File: config.mk
export PLATFORM = sky130hd
export DESIGN_NAME = fetch_unit
export DESIGN_NICKNAME = d
export VERILOG_FILES = /design/src/hdl/cpu_pkg.sv /design/src/hdl/bus_pkg.sv /design/src/hdl/fetch_sequencer.sv /design/src/hdl/muldiv_hold.sv /design/src/hdl/pc_update.sv /design/src/hdl/fetch_unit.sv
export SDC_FILE = /design/constraint.sdc
export NUM_CORES = 1
export LEC_CHECK = 0
export BUFFER_PORTS_ARGS = -buffer_cell sky130_fd_sc_hd__buf_2
export CAP_MARGIN = 20
export CORE_ASPECT_RATIO = 1.4
export CORE_MARGIN = 2
export CORE_UTILIZATION = 47
export CTS_CLUSTER_DIAMETER = 120
export DETAILED_ROUTE_END_ITERATION = 16
export GPL_ROUTABILITY_DRIVEN = 0
export MAX_ROUTING_LAYER = met4
export PLACE_DENSITY = 0.81
export SYNTH_ARGS = -nofsm -noshare
export SYNTH_HDL_FRONTEND = slang
export SYNTH_SLANG_ARGS = --single-unit
File: constraint.sdc
create_clock -name clk -period 3.9 [get_ports clk]
set_clock_uncertainty 0.2 [all_clocks]
set_input_delay 0.39 -clock clk [delete_from_list [all_inputs] [get_ports clk]]
set_output_delay 0.39 -clock clk [all_outputs]
set_load 0.01 [all_outputs]
File: src/hdl/cpu_pkg.sv
`default_nettype none

package cpu_pkg;

    localparam int xlen = 32;

    typedef logic [xlen-1:0] pc_t;

    // decode stage flags seen by fetch
    typedef struct packed {
        logic redirect;     // load target now
        logic jalr;         // hold, target follows a cycle later
        logic lsu_pending;  // load or store in flight
        logic mul_busy;
        logic div_busy;
        logic mul_done;     // pulse
        logic div_done;     // pulse
        pc_t  target;
    } decode_status_t;

    // memory and writeback completion strobes
    typedef struct packed {
        logic mem_done;
        logic wb_done;
    } mem_status_t;

endpackage

`default_nettype wire

File: src/hdl/bus_pkg.sv
`default_nettype none

package bus_pkg;

    localparam int id_width = 4;

    typedef logic [id_width-1:0] bus_id_t;

    // instruction read request, held until the address is taken
    typedef struct packed {
        logic         valid;
        bus_id_t      id;
        cpu_pkg::pc_t addr;
    } fetch_req_t;

    // read channel status from the bus
    typedef struct packed {
        logic                     ar_hs;   // address accepted
        logic                     r_done;  // data returned
        bus_id_t                  id;
        logic [cpu_pkg::xlen-1:0] data;
    } read_rsp_t;

endpackage

`default_nettype wire

File: src/hdl/fetch_sequencer.sv
`timescale 1ns/1ps
`default_nettype none

module fetch_sequencer #(
    parameter bus_pkg::bus_id_t fetch_id = 4'd1
) (
    input  wire logic                     clk,
    input  wire logic                     rst_n,
    input  wire logic                     lsu_pending,
    input  wire cpu_pkg::mem_status_t     mem,
    input  wire bus_pkg::read_rsp_t       rsp,
    input  wire cpu_pkg::pc_t             pc,
    output bus_pkg::fetch_req_t           req,
    output logic                          fetch_done,
    output logic                          instr_valid,
    output logic [31:0]                   instr
);

    typedef enum logic [2:0] {
        s_idle,
        s_mem_wait,
        s_wb_wait,
        s_settle,
        s_request,
        s_data,
        s_finish
    } state_t;

    state_t state;
    state_t state_next;
    logic   id_match;

    // responses for other masters carry other ids
    assign id_match = (rsp.id == fetch_id);

    always_ff @(posedge clk or negedge rst_n) begin
        if (!rst_n) begin
            state <= s_idle;
        end else begin
            state <= state_next;
        end
    end

    always_comb begin
        state_next = state;
        case (state)
            s_idle: begin
                if (lsu_pending) begin
                    state_next = s_mem_wait;
                end else begin
                    state_next = s_settle;
                end
            end
            s_mem_wait: begin
                if (mem.mem_done) begin
                    state_next = s_wb_wait;
                end
            end
            s_wb_wait: begin
                if (mem.wb_done) begin
                    state_next = s_settle;
                end
            end
            s_settle: begin
                state_next = s_request;
            end
            s_request: begin
                if (rsp.ar_hs && id_match) begin
                    state_next = s_data;
                end
            end
            s_data: begin
                if (rsp.r_done && id_match) begin
                    state_next = s_finish;
                end
            end
            s_finish: begin
                state_next = s_idle;  // one idle cycle between fetches
            end
            default: begin
                state_next = s_idle;
            end
        endcase
    end

    // fetched word
    always_ff @(posedge clk) begin
        if (state == s_data && rsp.r_done && id_match) begin
            instr <= rsp.data;
        end
    end

    always_comb begin
        req.valid = (state == s_request);
        req.addr  = pc;
        if (state == s_request || state == s_data) begin
            req.id = fetch_id;
        end else begin
            req.id = '0;
        end
    end

    assign fetch_done  = (state == s_finish);
    assign instr_valid = (state == s_finish);  // instr is valid alongside

endmodule

`default_nettype wire

File: src/hdl/muldiv_hold.sv
`timescale 1ns/1ps
`default_nettype none

module muldiv_hold (
    input  wire logic                    clk,
    input  wire logic                    rst_n,
    input  wire cpu_pkg::decode_status_t dec,
    input  wire logic                    fetch_done,
    output logic                         md_hold,
    output logic                         md_advance
);

    typedef enum logic [1:0] {
        md_idle,
        md_busy,
        md_after,   // unit finished, next fetch still out
        md_end
    } md_state_t;

    md_state_t state;
    md_state_t state_next;
    logic      fetch_seen;  // next fetch came back before the unit
    logic      unit_done;

    assign unit_done = dec.mul_done | dec.div_done;

    always_ff @(posedge clk or negedge rst_n) begin
        if (!rst_n) begin
            state <= md_idle;
        end else begin
            state <= state_next;
        end
    end

    always_comb begin
        state_next = state;
        case (state)
            md_idle: begin
                if (dec.mul_busy || dec.div_busy) begin
                    state_next = md_busy;
                end
            end
            md_busy: begin
                if (unit_done && (fetch_done || fetch_seen)) begin
                    state_next = md_end;
                end else if (unit_done) begin
                    state_next = md_after;
                end
            end
            md_after: begin
                if (fetch_done) begin
                    state_next = md_end;
                end
            end
            default: begin
                state_next = md_idle;  // md_end lasts one cycle
            end
        endcase
    end

    always_ff @(posedge clk or negedge rst_n) begin
        if (!rst_n) begin
            fetch_seen <= 1'b0;
        end else if (state == md_busy) begin
            fetch_seen <= fetch_seen | fetch_done;
        end else begin
            fetch_seen <= 1'b0;
        end
    end

    assign md_hold    = (state != md_idle);
    assign md_advance = (state == md_end) && !dec.redirect;  // redirect wins

endmodule

`default_nettype wire

File: src/hdl/pc_update.sv
`timescale 1ns/1ps
`default_nettype none

module pc_update #(
    parameter cpu_pkg::pc_t reset_pc = 32'h8000_0000
) (
    input  wire logic                    clk,
    input  wire logic                    rst_n,
    input  wire cpu_pkg::decode_status_t dec,
    input  wire logic                    fetch_done,
    input  wire logic                    md_hold,
    input  wire logic                    md_advance,
    output cpu_pkg::pc_t                 pc
);

    import cpu_pkg::*;

    localparam pc_t pc_step = pc_t'(4);

    typedef enum logic [1:0] {
        sel_keep,
        sel_target,
        sel_step
    } pc_sel_t;

    pc_sel_t sel;
    pc_t     pc_next;
    logic    jalr_q;    // jalr seen last cycle

    always_ff @(posedge clk or negedge rst_n) begin
        if (!rst_n) begin
            jalr_q <= 1'b0;
        end else begin
            jalr_q <= dec.jalr;
        end
    end

    // one rule per clock, highest first
    always_comb begin
        if (dec.redirect) begin
            sel = sel_target;
        end else if (dec.jalr) begin
            sel = sel_keep;
        end else if (jalr_q) begin
            sel = sel_target;       // jalr target resolved by now
        end else if (md_advance) begin
            sel = sel_step;
        end else if (fetch_done && !md_hold) begin
            sel = sel_step;
        end else begin
            sel = sel_keep;
        end
    end

    always_comb begin
        case (sel)
            sel_target: begin
                pc_next = dec.target;
            end
            sel_step: begin
                pc_next = pc + pc_step;
            end
            default: begin
                pc_next = pc;
            end
        endcase
    end

    always_ff @(posedge clk or negedge rst_n) begin
        if (!rst_n) begin
            pc <= reset_pc;
        end else begin
            pc <= pc_next;
        end
    end

endmodule

`default_nettype wire

File: src/hdl/fetch_unit.sv
`timescale 1ns/1ps
`default_nettype none

module fetch_unit #(
    parameter cpu_pkg::pc_t     reset_pc = 32'h8000_0000,
    parameter bus_pkg::bus_id_t fetch_id = 4'd1
) (
    input  wire logic                    clk,
    input  wire logic                    rst_n,
    input  wire cpu_pkg::decode_status_t dec,
    input  wire cpu_pkg::mem_status_t    mem,
    input  wire bus_pkg::read_rsp_t      rsp,
    output bus_pkg::fetch_req_t          req,
    output cpu_pkg::pc_t                 pc,
    output logic                         instr_valid,
    output logic [31:0]                  instr
);

    logic fetch_done;   // one cycle after the matching r_done
    logic md_hold;
    logic md_advance;

    fetch_sequencer #(
        .fetch_id(fetch_id)
    ) seq0 (
        .clk        (clk),
        .rst_n      (rst_n),
        .lsu_pending(dec.lsu_pending),
        .mem        (mem),
        .rsp        (rsp),
        .pc         (pc),
        .req        (req),
        .fetch_done (fetch_done),
        .instr_valid(instr_valid),
        .instr      (instr)
    );

    muldiv_hold hold0 (
        .clk       (clk),
        .rst_n     (rst_n),
        .dec       (dec),
        .fetch_done(fetch_done),
        .md_hold   (md_hold),
        .md_advance(md_advance)
    );

    pc_update #(
        .reset_pc(reset_pc)
    ) pcu0 (
        .clk       (clk),
        .rst_n     (rst_n),
        .dec       (dec),
        .fetch_done(fetch_done),
        .md_hold   (md_hold),
        .md_advance(md_advance),
        .pc        (pc)
    );

endmodule

`default_nettype wire

==> results.md <==
* Status: finished, violations left
* Violated checks: negative hold slack
* Die Y at 111 µm
* Die ar. at 8970 µm²
* Initial antenna violation count at 0
* Core area at 8050 µm²
* DR vias at 3457
* IO buf count at 179
* Final hold vios at 20
* Synthesized area at 3860 µm²
* Largest net degree at the start of global routing at 41
* Tcrit/Tclk final at 0.815
* FMAX at 0.315 GHz
* Most instantiated cells after synthesis: buf_4, dfrtp_1, a21oi_1
* Post-Route Setup TNS at 0 ns
* Critical R2R Launch: seq0.state[0]$_DFFE_PN0P_
* Top-area cell type share of the netlist area at 0.249
* Row Count at 39
* Drc violations at 0
* CTS tree: yes
* Worst skew pair latency at 0.33 ns
* Layout area overhead at 26.0%
* IO Count at 183
* H-tree depth at 3
* Final Cell Area at 4870 µm²
* Vias per cell at 5.54
* Sequential-to-total area share from yosys stat at 0.502
* Hold Path Class: in2async
* Synth top area cells: edfxtp_1, dfrtp_1, buf_4, a21oi_1, nor2_1
* Slowest cell on crit path: ha_2
* FF+latch area at 1940 µm²
* WL per Instance at 16.1 µm
* Diode count at 0
* CTS resizes at 0
* Critical Path AT at 3.18 ns
* Grt total ovfl at 0
* Critical Path, Cell by Cell: and3b_1 > a21oi_1 > or4_1 > inv_1 > ha_2 > nor2_1 > a22o_1 > or3b_1
* First DRT Iteration DRCs at 147
* Avg Inst Size Synth at 10.3 µm²
* Post-synth top flop: dfrtp_1
* Slew Limit Fails at 0
* Initial Util at 0.480
* DRT Pass-1 Iters at 4
* Worst IR Drop VDD at 0.353 mV
* Placed inst area at 4560 µm²
* Worst R2R Setup Slack at 0.72 ns
* ANT nets after route at 0
* Startpoint types: flip-flop
* Nets at 606
* Seq cells post-synth at 71
* Yosys top cell by area: edfxtp_1
* Min Hold Slack at -0.0109 ns
* Setup violators final at 0
* Crit. Startpoint: seq0.state[0]$_DFFE_PN0P_
* CP peak stage delay at 0.61 ns
* Crit path capture type: flip-flop
* Share of cells above drive strength 1 at 0.402
* Die span in x at 80.6 µm
* R2r worst-path depth at 8
* Yosys cell types at 56
* Async S/R FF share, synth at 0.549
* Worst slew pin tran at 0.924 ns
* First-pass GRT wire length at 15300 µm
* Leakage at 2.13 nW
* CP Capture Point: pcu0.pc[23]$_DFFE_PN0P_
* Multi-input logic area at 1510 µm²
* WL final at 10000 µm
* Worst-path fanout max at 40
* YS warnings at 0
* Post-synth EDFFs at 32
* Post-Layout Cell Count at 624
* Vias in the first global route at 3142
* Placed instance count at 607
* Clock Path Buffers at 2
* Fill count at 655
* Total global-route track usage at 0.232
* Power per cell area at 492 nW/µm²
* Cell count after synthesis at 375
* Placed wire-length estimate at 7460 µm
* Clock transition at the registers of the reported paths at 0.06 ns
* Crit path kind: reg2reg
* Req. time, crit path at 3.90 ns
* Reg2reg end: pcu0.pc[23]$_DFFE_PN0P_
* Clk root buf: clkbuf_16
* Period minus WS final at 3.18 ns
* MaxCap Viol Count at 0
* Clock tree sinks at 71
* Max-slew headroom at 0.381
* Unrepaired setup endpoints after global routing: no
* CTS buffer count at 9
## sequential cells by signal, summed over array words and instances, names as in the netlist
register and cells:
pcu0.pc 32, seq0.instr 32, hold0.fetch_seen 1, pcu0.jalr_q 1, seq0.state 3, hold0.state 2
## critical path: cells and delay by family, from the launching register on
family	cells	cell delay [ns]
buffers and inverters	1	0.08
adder cells (fa/ha/maj)	1	0.61
flip-flops	1	0.45
AO/OA/AOI/OAI	2	0.33
AND/OR/NAND/NOR	4	1.39
## repair_timing
item | in CTS | in global routing
hold endpoints to repair | 1 | 0
buffers inserted | 0 | 0
endpoints found under the setup margin | 0 | 0
hold buffers | 1 | 0
## final cells by class
class                      count  area share
clock buffer                   9      0.0463
clock inverter                 7      0.0152
inverter                      12     0.00926
multi-input combinational    238       0.311
sequential                    71       0.398
tap                          102      0.0262
timing repair buffer         185       0.194
## how the worst min path moves through the flow
stage,startpoint,to
after floorplan,rst_n,hold0.fetch_seen$_DFF_PN0_
after global placement,hold0.fetch_seen$_DFF_PN0_,hold0.fetch_seen$_DFF_PN0_
after detailed placement,hold0.fetch_seen$_DFF_PN0_,hold0.fetch_seen$_DFF_PN0_
after CTS,rst_n,pcu0.pc[25]$_DFFE_PN0P_
after global routing,rsp[22],seq0.instr[22]$_DFFE_PP_
final,rst_n,pcu0.pc[8]$_DFFE_PN0P_
## kinds of logic after synthesis
logic type | Yosys count | synth area share
multiplexers | 7 | 0.0181
AND/OR/NAND/NOR | 129 | 0.187
flip-flops | 71 | 0.502
other | 1 | 0.000971
buffers and inverters | 68 | 0.109
adder cells (fa/ha/maj) | 8 | 0.0259
AO/OA/AOI/OAI | 91 | 0.157
## metal layers
layer  vias to the layer above  global-route usage  part of all wire
met3                        26              0.0350             0.088
met2                       196               0.380              0.51
li1                       1630                   -                 -
met4                         0               0.142             0.034
met5                         -                   -                 0
met1                      1605               0.263              0.37
## power by group
group          switching (mW)  internal, mW
logic                   0.322         0.253
registers               0.137         0.871
clock network           0.316         0.494
total                   0.774          1.62
## cell usage in the layout (no fill, tap or decap), types with 5 or more instances in the layout
| cell | instances |
|---|---|
| mux2i_1 | 7 |
| and3_1 | 6 |
| edfxtp_1 | 32 |
| nand2b_1 | 9 |
| a21oi_1 | 34 |
| nor2_1 | 27 |
| o22a_1 | 7 |
| nor3_1 | 7 |
| nand4_1 | 7 |
| inv_1 | 12 |
| buf_4 | 5 |
| o22ai_1 | 5 |
| o21ai_0 | 15 |
| or3_1 | 5 |
| buf_2 | 179 |
| ha_1 | 7 |
| clkbuf_16 | 9 |
| dfrtp_1 | 38 |
| nand2_1 | 26 |
| nand3_1 | 14 |
## per-stage QoR
stage | setup WS, ns | hold WS, ns | power (mW) | utilization
after floorplan | 1.04 | -0.106 | 1.41 | -
after global placement | 0.863 | 0.280 | 1.56 | 0.566
after detailed placement | 0.753 | 0.285 | 1.59 | 0.566
after CTS | 0.737 | 0.0189 | 2.40 | 0.604
after global routing | 0.544 | 0.0225 | 2.53 | 0.604
final | 0.722 | -0.0109 | 2.39 | 0.604
(Power assumes the default switching activity.)
